--- src/include/lza_params.svh ---
// widths, group counts and sentinel for the leading-zero anticipator
// shared by the type packages and the pipeline modules

`ifndef LZA_PARAMS_SVH
`define LZA_PARAMS_SVH

// full datapath and its high/low split
`define LZA_WIDTH        108
`define LZA_HIGH_WIDTH   64
`define LZA_LOW_WIDTH    44

// shift count width, 0..108 fits in 7 bits
`define LZA_RES_WIDTH    7

// count reported when no precode bit is set
`define LZA_NONE         108

// 4-bit groups per half at level 1
`define LZA_HIGH_GROUPS  16
`define LZA_LOW_GROUPS   11

// input edge to output, in clk cycles
`define LZA_LATENCY      2

`endif

--- src/design/lza_op_pkg.sv ---
// operand and result types at the LZA unit boundary

`default_nettype none

package lza_op_pkg;

  `include "lza_params.svh"

  // ------------------------------
  // operand bundle
  // ------------------------------
  // one FMA item: the two aligned terms and the effective operation
  typedef struct packed {
    logic [`LZA_WIDTH-1:0] summand;
    logic [`LZA_WIDTH-1:0] addend;
    // 1 = effective subtraction
    logic                  sub;
  } lza_operands_t;

  // ------------------------------
  // result bundle
  // ------------------------------
  // normalization shift count, LZA_NONE if nothing found
  typedef struct packed {
    logic [`LZA_RES_WIDTH-1:0] count;
  } lza_result_t;

endpackage

`default_nettype wire

--- src/design/lza_tree_pkg.sv ---
// payload and node-output types of the leading-one encoder tree

`default_nettype none

package lza_tree_pkg;

  // ------------------------------
  // per-level encodings
  // ------------------------------
  // level 1: first set bit inside a 4-bit group, 0 = msb
  typedef logic [1:0] lza_idx2_t;

  // level 2: group within a quad, then bit within group
  typedef logic [3:0] lza_enc4_t;

  // level 3: position inside one half, counted from its msb
  typedef logic [5:0] lza_enc6_t;

  // ------------------------------
  // subtree result
  // ------------------------------
  // vld low means the whole half was clear
  // pos is only meaningful with vld set
  typedef struct packed {
    logic      vld;
    lza_enc6_t pos;
  } lza_half_t;

endpackage

`default_nettype wire

--- src/design/lza_precode.sv ---
// carry-term pre-encode of the two operands
// pipeline stage 1 register for the precode vector and its valid

`default_nettype none
`timescale 1ns/1ps

`include "lza_params.svh"

module lza_precode
  import lza_op_pkg::*;
(
  input  logic                  clk,
  input  logic                  rst_n,
  input  logic                  in_valid,
  input  lza_operands_t         in_op,
  output logic                  pre_valid,
  output logic [`LZA_WIDTH-1:0] pre_vec
);

  localparam int W = `LZA_WIDTH;

  logic [W-1:0] carry_p;
  logic [W-1:0] carry_g;
  logic [W-1:0] carry_d;
  logic [W-1:0] precode;

  // ------------------------------
  // propagate / generate / delete
  // ------------------------------
  assign carry_p = in_op.summand ^ in_op.addend;
  assign carry_g = in_op.summand & in_op.addend;
  assign carry_d = ~(in_op.summand | in_op.addend);

  // ------------------------------
  // precode rule
  // ------------------------------
  // lsb has no lower neighbour, sub decides which term counts
  assign precode[0] =
      carry_p[1] & (carry_g[0] & in_op.sub | carry_d[0])
    | ~carry_p[1] & (carry_d[0] & in_op.sub | carry_g[0]);

  // msb has no upper propagate, split on the operation instead
  assign precode[W-1] = in_op.sub
    ? (carry_g[W-1] & ~carry_d[W-2] | carry_d[W-1] & ~carry_g[W-2])
    : (carry_d[W-1] & ~carry_d[W-2] | ~carry_d[W-1]);

  // middle bits, looking one up and one down
  assign precode[W-2:1] =
      carry_p[W-1:2] & (carry_g[W-2:1] & ~carry_d[W-3:0]
                      | carry_d[W-2:1] & ~carry_g[W-3:0])
    | ~carry_p[W-1:2] & (carry_g[W-2:1] & ~carry_g[W-3:0]
                       | carry_d[W-2:1] & ~carry_d[W-3:0]);

  // ------------------------------
  // stage 1 register
  // ------------------------------
  always_ff @(posedge clk)
  begin
    if (!rst_n)
      pre_valid <= 1'b0;
    else
      pre_valid <= in_valid;
  end

  // vector only moves with a real item
  always_ff @(posedge clk)
  begin
    if (in_valid)
      pre_vec <= precode;
  end

  // nothing may leave stage 1 right after a reset cycle
  property p_pre_valid_after_reset;
    @(posedge clk) !rst_n |=> !pre_valid;
  endproperty
  a_pre_valid_after_reset : assert property (p_pre_valid_after_reset);

endmodule

`default_nettype wire

--- src/design/lza_group_node.sv ---
// leading-valid group compressor, 4:2 or 3:2
// picks the first valid input from the top and appends its payload

`default_nettype none
`timescale 1ns/1ps

module lza_group_node #(
  // number of inputs, up to 4
  parameter int  N         = 4,
  // payload carried up from the level below
  parameter type payload_t = logic [1:0],
  // index followed by payload
  parameter type out_t     = logic [3:0]
) (
  // entry 0 is the most significant group
  input  logic [N-1:0] grp_vld,
  input  payload_t     grp_payload [N],
  output logic         any_vld,
  output out_t         sel
);

  logic [1:0] idx;
  payload_t   pick;

  // ------------------------------
  // priority pick
  // ------------------------------
  // scan bottom up so the topmost valid entry wins
  always_comb
  begin
    any_vld = 1'b0;
    idx     = 2'd0;
    pick    = '0;
    for (int k = N - 1; k >= 0; k--)
    begin
      if (grp_vld[k])
      begin
        any_vld = 1'b1;
        idx     = 2'(k);
        pick    = grp_payload[k];
      end
    end
  end

  // ------------------------------
  // output encoding
  // ------------------------------
  // index goes on top, lower levels keep their order below it
  // with no valid input the value is all zero and ignored upstream
  assign sel = {idx, pick};

endmodule

`default_nettype wire

--- src/design/lza_subtree_encoder.sv ---
// three-level leading-one encoder over one half of the precode vector
// level 1 built in place, levels 2 and 3 from group nodes

`default_nettype none
`timescale 1ns/1ps

module lza_subtree_encoder
  import lza_tree_pkg::*;
#(
  // 4-bit groups in this half, 1..16
  parameter int GROUPS = 16
) (
  input  logic [GROUPS*4-1:0] half_vec,
  output lza_half_t           half
);

  localparam int HW = GROUPS * 4;
  // level 2 node count, last one may be short
  localparam int L2 = (GROUPS + 3) / 4;

  // index 0 is always the topmost group
  logic [GROUPS-1:0] l1_vld;
  lza_idx2_t         l1_idx [GROUPS];
  logic [L2-1:0]     l2_vld;
  lza_enc4_t         l2_enc [L2];
  logic              top_vld;
  lza_enc6_t         top_pos;

  // ------------------------------
  // level 1, one per nibble
  // ------------------------------
  for (genvar g = 0; g < GROUPS; g++)
  begin : g_l1
    logic [3:0] nib;

    assign nib       = half_vec[HW-1-4*g -: 4];
    assign l1_vld[g] = |nib;
    // first set bit counted from the nibble msb
    assign l1_idx[g] = nib[3] ? 2'd0 :
                       nib[2] ? 2'd1 :
                       nib[1] ? 2'd2 : 2'd3;
  end

  // ------------------------------
  // level 2, groups of four
  // ------------------------------
  for (genvar j = 0; j < L2; j++)
  begin : g_l2
    // 3:2 node at the tail when GROUPS is not a multiple of four
    localparam int NJ = (GROUPS - 4 * j > 4) ? 4 : GROUPS - 4 * j;

    lza_idx2_t node_idx [NJ];

    for (genvar k = 0; k < NJ; k++)
    begin : g_in
      assign node_idx[k] = l1_idx[4*j+k];
    end

    lza_group_node #(
      .N         (NJ),
      .payload_t (lza_idx2_t),
      .out_t     (lza_enc4_t)
    ) u_node (
      .grp_vld     (l1_vld[4*j +: NJ]),
      .grp_payload (node_idx),
      .any_vld     (l2_vld[j]),
      .sel         (l2_enc[j])
    );
  end

  // ------------------------------
  // level 3, single node
  // ------------------------------
  // 4:2 for the high half, 3:2 for the low half
  lza_group_node #(
    .N         (L2),
    .payload_t (lza_enc4_t),
    .out_t     (lza_enc6_t)
  ) u_top (
    .grp_vld     (l2_vld),
    .grp_payload (l2_enc),
    .any_vld     (top_vld),
    .sel         (top_pos)
  );

  // pos = group * 4 + bit, both from the half msb
  assign half = '{vld: top_vld, pos: top_pos};

endmodule

`default_nettype wire

--- src/design/lza_result_merge.sv ---
// high/low merge of the two subtree results with sentinel insertion
// pipeline stage 2 register for the shift count

`default_nettype none
`timescale 1ns/1ps

`include "lza_params.svh"

module lza_result_merge
  import lza_op_pkg::*;
  import lza_tree_pkg::*;
(
  input  logic        clk,
  input  logic        rst_n,
  input  logic        pre_valid,
  input  lza_half_t   high,
  input  lza_half_t   low,
  output logic        out_valid,
  output lza_result_t out_res
);

  lza_result_t next_res;

  // ------------------------------
  // merge
  // ------------------------------
  // high half wins over the low half
  // low positions sit 64 further down
  always_comb
  begin
    if (high.vld)
      next_res.count = {1'b0, high.pos};
    else if (low.vld)
      next_res.count = {1'b1, low.pos};
    else
      next_res.count = `LZA_RES_WIDTH'(`LZA_NONE);
  end

  // ------------------------------
  // stage 2 register
  // ------------------------------
  always_ff @(posedge clk)
  begin
    if (!rst_n)
      out_valid <= 1'b0;
    else
      out_valid <= pre_valid;
  end

  always_ff @(posedge clk)
  begin
    if (pre_valid)
      out_res <= next_res;
  end

  // a valid count stays within 0..108
  property p_count_range;
    @(posedge clk) disable iff (!rst_n)
      out_valid |-> out_res.count <= `LZA_NONE;
  endproperty
  a_count_range : assert property (p_count_range);

endmodule

`default_nettype wire

--- src/design/lza_unit.sv ---
// top of the pipelined leading-zero anticipator
// precode, high and low encoder subtrees, result merge

`default_nettype none
`timescale 1ns/1ps

`include "lza_params.svh"

module lza_unit
  import lza_op_pkg::*;
  import lza_tree_pkg::*;
(
  input  logic          clk,
  input  logic          rst_n,
  input  logic          in_valid,
  input  lza_operands_t in_op,
  output logic          out_valid,
  output lza_result_t   out_res
);

  logic                  pre_valid;
  logic [`LZA_WIDTH-1:0] pre_vec;
  lza_half_t             high_half;
  lza_half_t             low_half;

  // ------------------------------
  // stage 1
  // ------------------------------
  lza_precode u_precode (
    .clk       (clk),
    .rst_n     (rst_n),
    .in_valid  (in_valid),
    .in_op     (in_op),
    .pre_valid (pre_valid),
    .pre_vec   (pre_vec)
  );

  // ------------------------------
  // encoder tree, combinational
  // ------------------------------
  // bits 107..44
  lza_subtree_encoder #(
    .GROUPS (`LZA_HIGH_GROUPS)
  ) u_high_tree (
    .half_vec (pre_vec[`LZA_WIDTH-1 -: `LZA_HIGH_WIDTH]),
    .half     (high_half)
  );

  // bits 43..0
  lza_subtree_encoder #(
    .GROUPS (`LZA_LOW_GROUPS)
  ) u_low_tree (
    .half_vec (pre_vec[`LZA_LOW_WIDTH-1:0]),
    .half     (low_half)
  );

  // ------------------------------
  // stage 2
  // ------------------------------
  lza_result_merge u_merge (
    .clk       (clk),
    .rst_n     (rst_n),
    .pre_valid (pre_valid),
    .high      (high_half),
    .low       (low_half),
    .out_valid (out_valid),
    .out_res   (out_res)
  );

endmodule

`default_nettype wire

--- config.mk ---
export PLATFORM = sky130hd
export DESIGN_NAME = lza_unit
export DESIGN_NICKNAME = d
export VERILOG_FILES = /design/src/design/lza_op_pkg.sv /design/src/design/lza_tree_pkg.sv /design/src/design/lza_precode.sv /design/src/design/lza_group_node.sv /design/src/design/lza_subtree_encoder.sv /design/src/design/lza_result_merge.sv /design/src/design/lza_unit.sv
export VERILOG_INCLUDE_DIRS = /design/src /design/src/include
export SDC_FILE = /design/constraint.sdc
export NUM_CORES = 1
export LEC_CHECK = 0
export CELL_PAD_IN_SITES_DETAIL_PLACEMENT = 0
export CELL_PAD_IN_SITES_GLOBAL_PLACEMENT = 2
export CORE_MARGIN = 2
export CORE_UTILIZATION = 39
export DETAILED_ROUTE_END_ITERATION = 10
export DONT_BUFFER_PORTS = 1
export GPL_ROUTABILITY_DRIVEN = 1
export GPL_TIMING_DRIVEN = 0
export PLACE_DENSITY_LB_ADDON = 0.1
export SYNTH_ARGS = -nofsm -noshare
export SYNTH_HDL_FRONTEND = slang
export SYNTH_SLANG_ARGS = --single-unit
--- constraint.sdc ---
create_clock -name clk -period 2.83 [get_ports clk]
set_clock_uncertainty 0.15 [all_clocks]
set_input_delay 0.4245 -clock clk [delete_from_list [all_inputs] [get_ports clk]]
set_output_delay 0.4245 -clock clk [all_outputs]
set_load 0.1 [all_outputs]
=== Yosys cells after proc, flatten, opt, wreduce, memory -nomap -nowiden ===
Index checks and enable logic that the tools add are counted.

* Logic and storage cells: 250
* Register bits after elaboration: 117
* Input port bits: 220
* Output and inout bits: 8

* Reduce and logical (&&, ||, !) cells: 27
* Bitwise operators: 32
* Multiplexer cells: 186

{| class="wikitable"
|+ Operator list
! operator !! count
|-
| bitwise AND 106 bit || 6
|-
| inverter 106 bit || 3
|-
| bitwise OR 106 bit || 3
|-
| two-way mux 2 bit || 115
|-
| bitwise AND 108 bit || 1
|-
| inverter 108 bit || 1
|-
| bitwise OR 108 bit || 1
|-
| OR reduction 4 bit || 27
|-
| XOR 108 bit || 1
|-
| two-way mux 1 bit || 62
|-
| two-way mux 4 bit || 7
|-
| two-way mux 6 bit || 2
|-
| bitwise AND 1 bit || 7
|-
| bitwise OR 1 bit || 5
|-
| inverter 1 bit || 4
|}

=== Logic depth before layout (Yosys ltp) ===
Gate-level depths: netlist (run 1).

* Depth in word-level cells: 12
* Gate-level depth with buffers: 6
* Gate-level depth less buffers: 6

=== By module ===
From an unflattened synthesis (run 1), not the netlist that was laid out.

* Cell total of the unflattened synthesis: 1183
* Area total of the unflattened synthesis: 11751.3 µm²

{| class="wikitable"
|+ By module, submodules not included
! module !! seq. area each (µm²) !! times used !! cells an instance !! area an instance (µm²)
|-
| lza_precode || 3263.1 || 1 || 870 || 9892.0
|-
| lza_group_node (u_high_tree.g_l2[0].u_node ...) || 0.0 || 6 || 17 || 81.3
|-
| lza_subtree_encoder (u_high_tree) || 0.0 || 1 || 81 || 427.9
|-
| lza_result_merge || 230.2 || 1 || 20 || 312.8
|-
| lza_subtree_encoder (u_low_tree) || 0.0 || 1 || 56 || 296.5
|-
| lza_group_node (u_high_tree.u_top) || 0.0 || 1 || 22 || 135.1
|-
| lza_group_node (u_low_tree.u_top) || 0.0 || 1 || 21 || 131.4
|-
| lza_group_node (u_low_tree.g_l2[2].u_node) || 0.0 || 1 || 11 || 67.6
|}

=== Least setup slack after synthesis (run 1) ===
No wires, ideal clock.

* Path type: register to register
* From: register u_precode.pre_vec[73]
* To: register u_merge.out_res[0] (netlist name)
* Arrival time: 2.082 ns
* Setup slack: 0.448 ns
* Required time: 2.530 ns
* Buffers on the path: 0
* Stages on the path, launching flop included: 7
* Clock period less this slack: 2.382 ns
* Library setup time: 0.150 ns
* Cell sequence: edfxtp_1 > or4_4 > or2_1 > or4_4 > a221oi_2 > o211ai_1 > o211ai_2

{| class="wikitable"
|+ RTL lines
! item !! RTL line !! text
|-
| start, declared || lza_precode.sv:17 || <nowiki>output logic [`LZA_WIDTH-1:0] pre_vec</nowiki>
|-
| start signal, assigned || lza_precode.sv:69 || <nowiki>pre_vec <= precode;</nowiki>
|}

==> results of run 1 <==
-- per-stage QoR --
step           instance area (um^2)  std cells  hold WS (ps)  utilization  power [uW]
2_1_floorplan                 11400       1100           387            -        3250
3_3_place_gp                  11900       1484           399        0.413        3470
3_5_place_dp                  11900       1484           397        0.413        3480
4_1_cts                       12500       1516         -39.5        0.434        5690
5_1_grt                       12600       1521          87.8        0.438        5970
6_report                      12600       1521          89.4        0.438        5650
-- worst max path at each step --
stage	from	end	slack (ps)	cells past startpoint
finish	u_precode.pre_vec[69]$_DFFE_PP_	u_merge.out_res[0]$_DFFE_PP_	90	6
global placement	u_precode.pre_vec[23]$_DFFE_PP_	u_merge.out_res[1]$_DFFE_PP_	10	6
floorplan	u_precode.pre_vec[73]$_DFFE_PP_	u_merge.out_res[0]$_DFFE_PP_	450	6
CTS	u_precode.pre_vec[69]$_DFFE_PP_	u_merge.out_res[0]$_DFFE_PP_	30	6
global route	u_precode.pre_vec[69]$_DFFE_PP_	u_merge.out_res[1]$_DFFE_PP_	4	6
detailed placement	u_precode.pre_vec[21]$_DFFE_PP_	u_merge.out_res[1]$_DFFE_PP_	4	6
-- registers in the layout, summed over array words and instances (netlist names) --
name / cells
u_merge.out_valid: 1
u_precode.pre_vec: 108
u_precode.pre_valid: 1
u_merge.out_res: 7
-- layout make-up --
cell class | instances | share of cell area
clock buffer | 17 | 0.0338
clock inverter | 14 | 0.0129
inverter | 237 | 0.0706
multi-input combinational | 746 | 0.560
sequential | 117 | 0.277
tap | 384 | 0.0382
timing repair buffer | 6 | 0.00735
-- cell usage in the layout, fill, tap and decap left out, types with 12 or more instances in the layout --
cell type | Yosys | final
inv_1 | 237 | 237
nor4_1 | 16 | 13
o21ai_0 | 12 | 12
nor2_1 | 51 | 51
mux2i_1 | 211 | 211
or4_1 | 12 | 12
o31ai_1 | 14 | 14
edfxtp_1 | 115 | 115
a22o_1 | 105 | 105
ha_1 | 214 | 214
a21oi_1 | 15 | 15
clkbuf_16 | 0 | 17
nand2_1 | 15 | 15
-- timing repair --
action                                  in CTS  in global routing
cloned                                       0                  0
endpoints found under the setup margin       1                  2
buffers inserted                             0                  2
hold endpoints to repair                    95                 28
pin swaps                                    0                  1
hold buffers                                 1                  3
gates resized for setup                      1                  3
-- per-layer routing --
metal	global-route usage	wire length (um)	share of wire	up-vias
li1	-	-	-	4025
met2	0.282	11800	0.48	146
met1	0.198	11200	0.45	3735
met5	0	0	0	-
met3	0.0494	1540	0.062	15
met4	0.0396	310	0.012	0
-- kinds of logic (layout without fill, tap and decap cells) --
| kind of cell | after synthesis | in the layout |
|---|---|---|
| buf+inv | 237 | 274 |
| fa+ha+maj | 214 | 214 |
| mux | 211 | 211 |
| compound gates | 190 | 190 |
| simple gates | 131 | 131 |
| flops | 117 | 117 |
-- power breakdown --
part           internal, uW  switching [uW]  leakage, uW  total, uW
registers              2130             190      0.00112       2320
clock network          1370             792     0.000282       2160
logic                   608             563      0.00491       1170
total                  4110            1540      0.00632       5650
-- critical path, cell delays in order (launching register included) --
cell      delay [ps]
edfxtp_1         420
or4_1            590
or2_1            300
or4_4            550
a221oi_2         290
o211ai_1         190
o211ai_2         110
==> impl_metrics.tcl, run 1 <==
set metrics [dict create \
    antennaDiodeCount 0 \
    wl_um 24800 \
    grtUsageTotal 0.163 \
    synthFlopType "edfxtp_1" \
    grt_start_max_net_pins 110 \
    whs_endpoint "u_precode.pre_vec[0]$_DFFE_PP_" \
    min_delay_path_depth 2 \
    cts-root-buf "clkbuf_16" \
    synth_xor_area_frac 0 \
    path_class "reg2reg" \
    min_period_ps 2740 \
    die-area_um2 30600 \
    startpoint_type "flip-flop" \
    dr.first_iter.drc_count 248 \
    max_freq_mhz 364 \
    final_nets 1559 \
    rr_worst_depth 6 \
    syn-cell-area_um2 11400 \
    die_x_um 175 \
    synth_fp_nets 1534 \
    multi_input_area_um2 7050 \
    irDropWorstVdd_v 0.000382 \
    register_area_um2 3490 \
    htree_levels 4 \
    synth-edff-count 115 \
    core.rowCount 62 \
    synth.distinct_cells 49 \
    synth_fa_ha_area_frac 0.235 \
    synth_top_family_by_area "adder cells" \
    synth.avg_cell_area_um2 10.4 \
    routedWlPerCell_um 16.3 \
    avgViaCountPerCell 5.21 \
    status "finished clean" \
    synth-simple-area-share 0.0623 \
    grt_antenna_before_repair 0 \
    synth.area.mux_share 0.185 \
    area_growth_pct 10.4 \
    yosys_warnings 0 \
    syn-instance-count 1100 \
    setup_viol 0 \
    timing.rr.start "u_precode.pre_vec[69]$_DFFE_PP_" \
    cts_max_path_buffers 2 \
    cts_buffers 17 \
    tightestPinTransition_ps 1010 \
    maxSlewViolCount 0 \
    synth_seq_area_share 0.306 \
    synth_top_cell_by_area "edfxtp_1" \
    first_pass_iters 4 \
    async_flop_share 0 \
    finalHoldViolations 0 \
    synth_seq_cells 117 \
    grt_pass1_wl_um 39200 \
    final.setup.tns_ps 0 \
    vias 7921 \
    hpwlAfterDp_um 20500 \
    hp-start "in_op[1]" \
    synth_common_cells "inv_1, ha_1, mux2i_1" \
    design.core.area_um2 28800 \
    rrSetupSlack_ps 90 \
    yosysMostFrequentCell "inv_1" \
    drive_gt1_frac 0.0405 \
    maxCapViolCount 0 \
    synth_compound_area_frac 0.133 \
    io_buffers 0 \
    die_h_um 175 \
    io_pins 228 \
    overflow 0 \
    arrival_ps 2860 \
    finalWorstSetupSlack_ps 85.1 \
    grt_setup_unrepaired "no" \
    drtAntennaViolNets 0 \
    worstPathMaxFanout 3 \
    clkTransAtPathRegs_ps 60 \
    yosys.area.top_type_share 0.303 \
    end_kind "flip-flop" \
    reg2reg_to "u_merge.out_res[0]$_DFFE_PP_" \
    worstPathRequired_ps 2940 \
    yosys-top-cells-area "edfxtp_1, ha_1, mux2i_1" \
    cts_tree "done" \
    initial_core_util 0.396 \
    holdCritPathClass "in2reg" \
    drc 0 \
    clock_latency_ps 420 \
    post-place-ws_ps 3.76 \
    grt_pass1_vias 8049 \
    leakage_uw 0.00632 \
    cts.sinks 117 \
    place.gp.congestion 0.736 \
    finalCritPeriodShare 0.970 \
    powerDensity_nw_per_um2 449 \
    slew_headroom 0.331 \
    fillCellCount 2813 \
]
(Power assumes the default switching activity.)
==> run 2, diff against run 1 <==
--- a/config.mk
+++ b/config.mk
@@ -12,2 +12,3 @@
 export CORE_UTILIZATION = 39
+export CTS_CLUSTER_SIZE = 10
 export DETAILED_ROUTE_END_ITERATION = 10
@@ -17,2 +18,3 @@
 export PLACE_DENSITY_LB_ADDON = 0.1
+export RECOVER_POWER = 50
 export SYNTH_ARGS = -nofsm -noshare
--- a/constraint.sdc
+++ b/constraint.sdc
@@ -4,2 +4,2 @@
 set_output_delay 0.4245 -clock clk [all_outputs]
-set_load 0.1 [all_outputs]
+set_load 0.02 [all_outputs]
==> run 2 against run 1 <==
Net effect:
- the run now ends with max-capacitance violations, max-slew violations left
- setup slack worse by 8.3 ps
- routed wire length hardly changed
- global-route usage stayed put
- clock-buffer cell count stayed put
==> impl_metrics.tcl, run 2 (synthesis results as in run 1) <==
set metrics [dict create \
    status "finished with violations" \
    violations "max-capacitance violations, max-slew violations" \
    setup_viol 0 \
    worstPathRequired_ps 2940 \
    max_freq_mhz 363 \
    power_frac_comb 0.208 \
    cts.sinks 117 \
    grtUsageTotal 0.163 \
    slew_headroom -0.118 \
    drc 0 \
    hold_slack_ps 82.5 \
    worstPathMaxFanout 3 \
    leakage_uw 0.00629 \
    antennaDiodeCount 0 \
    grt_setup_unrepaired "no" \
    design.core.area_um2 28800 \
    p_sw_frac 0.267 \
    avgViaCountPerCell 5.20 \
    core.rowCount 62 \
    final_nets 1559 \
    layout_commonest_cell "inv_1" \
    holdCritPathClass "in2reg" \
    path_buf_inv 0 \
    io_buffers 0 \
    hpwlAfterDp_um 20500 \
    worst_path_dominant_cell_family "simple AND/OR/NAND/NOR gates" \
    powerDensity_nw_per_um2 446 \
    startpoint_type "flip-flop" \
    area_growth_pct 9.94 \
    finalHoldViolations 0 \
    io_pins 228 \
    p_total_uw 5600 \
    grt_pass1_vias 8049 \
    vias 7912 \
    path_depth 6 \
    end_kind "flip-flop" \
    grt_antenna_before_repair 0 \
    reg_top3 "u_precode.pre_vec: 108 flops, u_merge.out_res: 7 flops" \
    dr.first_iter.drc_count 245 \
    final.setup.tns_ps 0 \
    cp_slowest_cell "or4_1" \
    initial_core_util 0.396 \
    power_switching_uw 1500 \
    place.gp.congestion 0.736 \
    overflow 0 \
    drive_gt1_frac 0.0387 \
    seqPwrFrac 0.407 \
    drtAntennaViolNets 0 \
    irDropWorstVdd_v 0.000375 \
    cts_buffers 17 \
    maxCapViolCount 3 \
    regMostFlops "u_precode.pre_vec" \
    htree_levels 4 \
    power.internal_uw 4100 \
    die_h_um 175 \
    min_delay_path_depth 2 \
    cts_tree "done" \
    first_pass_iters 4 \
    die-area_um2 30600 \
    clock_latency_ps 420 \
    cts-root-buf "clkbuf_16" \
    die_x_um 175 \
    clkTransAtPathRegs_ps 60 \
    path_class "reg2reg" \
    clockPowerShare 0.386 \
    final_cell_mix "inv_1, ha_1, mux2i_1" \
    crit_chain "or4_1 > or2_1 > or4_4 > a221oi_2 > o211ai_1 > o211ai_2" \
    worst_path_largest_cell_delay_ps 590 \
    grt_start_max_net_pins 110 \
    cts_max_path_buffers 2 \
    tightestPinTransition_ps 1680 \
    grt_pass1_wl_um 39200 \
    min_period_ps 2750 \
    finalCritPeriodShare 0.973 \
    final_util 0.436 \
    rr_worst_depth 6 \
    maxSlewViolCount 112 \
    largest_reg_flops 108 \
    wl_um 24800 \
    routedWlPerCell_um 16.3 \
    arrival_ps 2860 \
]
[run 2: worst paths after layout]
kind | startpoint | slack, ps | end
max | u_precode.pre_vec[69]$_DFFE_PP_ | 80 | u_merge.out_res[0]$_DFFE_PP_
min | in_op[1] | 80 | u_precode.pre_vec[0]$_DFFE_PP_
max reg2reg | u_precode.pre_vec[69]$_DFFE_PP_ | 80 | u_merge.out_res[0]$_DFFE_PP_
min reg2reg | u_precode.pre_valid$_SDFF_PN0_ | 460 | u_merge.out_res[5]$_DFFE_PP_
[run 2: what timing repair did]
item / in CTS / in global routing
endpoints found under the hold margin: 95 / 28
setup endpoints to repair: 1 / 2
pin swaps: 0 / 1
hold buffers: 1 / 3
gates resized for setup: 1 / 3
setup buffers: 0 / 2
[run 2: cell type report]
class / count / area [um^2]
clock buffers: 17 / 425
clock inverters: 14 / 163
fillers: 2822 / 16200
inverters: 237 / 890
multi-input cells: 746 / 7050
flip-flops and latches: 117 / 3490
well taps: 384 / 480
repair buffers: 6 / 37.5
[run 2: per-layer routing]
metal	track usage	up-vias	part of all wire
met5	0	-	0
met4	0.0396	0	0.010
met3	0.0494	10	0.059
met2	0.282	144	0.48
met1	0.198	3733	0.45
li1	-	4025	-
[run 2: power groups by stage]
stage / combinational (uW) / clock (uW) / sequential [uW]
3_5_place_dp: 1130 / 0 / 2310
2_1_floorplan: 947 / 0 / 2260
3_3_place_gp: 1130 / 0 / 2300
5_1_grt: 1310 / 2300 / 2310
6_report: 1160 / 2160 / 2280
4_1_cts: 1150 / 2230 / 2270
[run 2: per-stage QoR]
step                      setup slack [ps]  std cells  cell area, um^2
after floorplan                        448       1100            11400
after global routing                  3.53       1521            12500
final                                 76.8       1521            12500
after detailed placement              3.76       1484            11900
after global placement                11.1       1484            11900
after CTS                             31.6       1516            12500
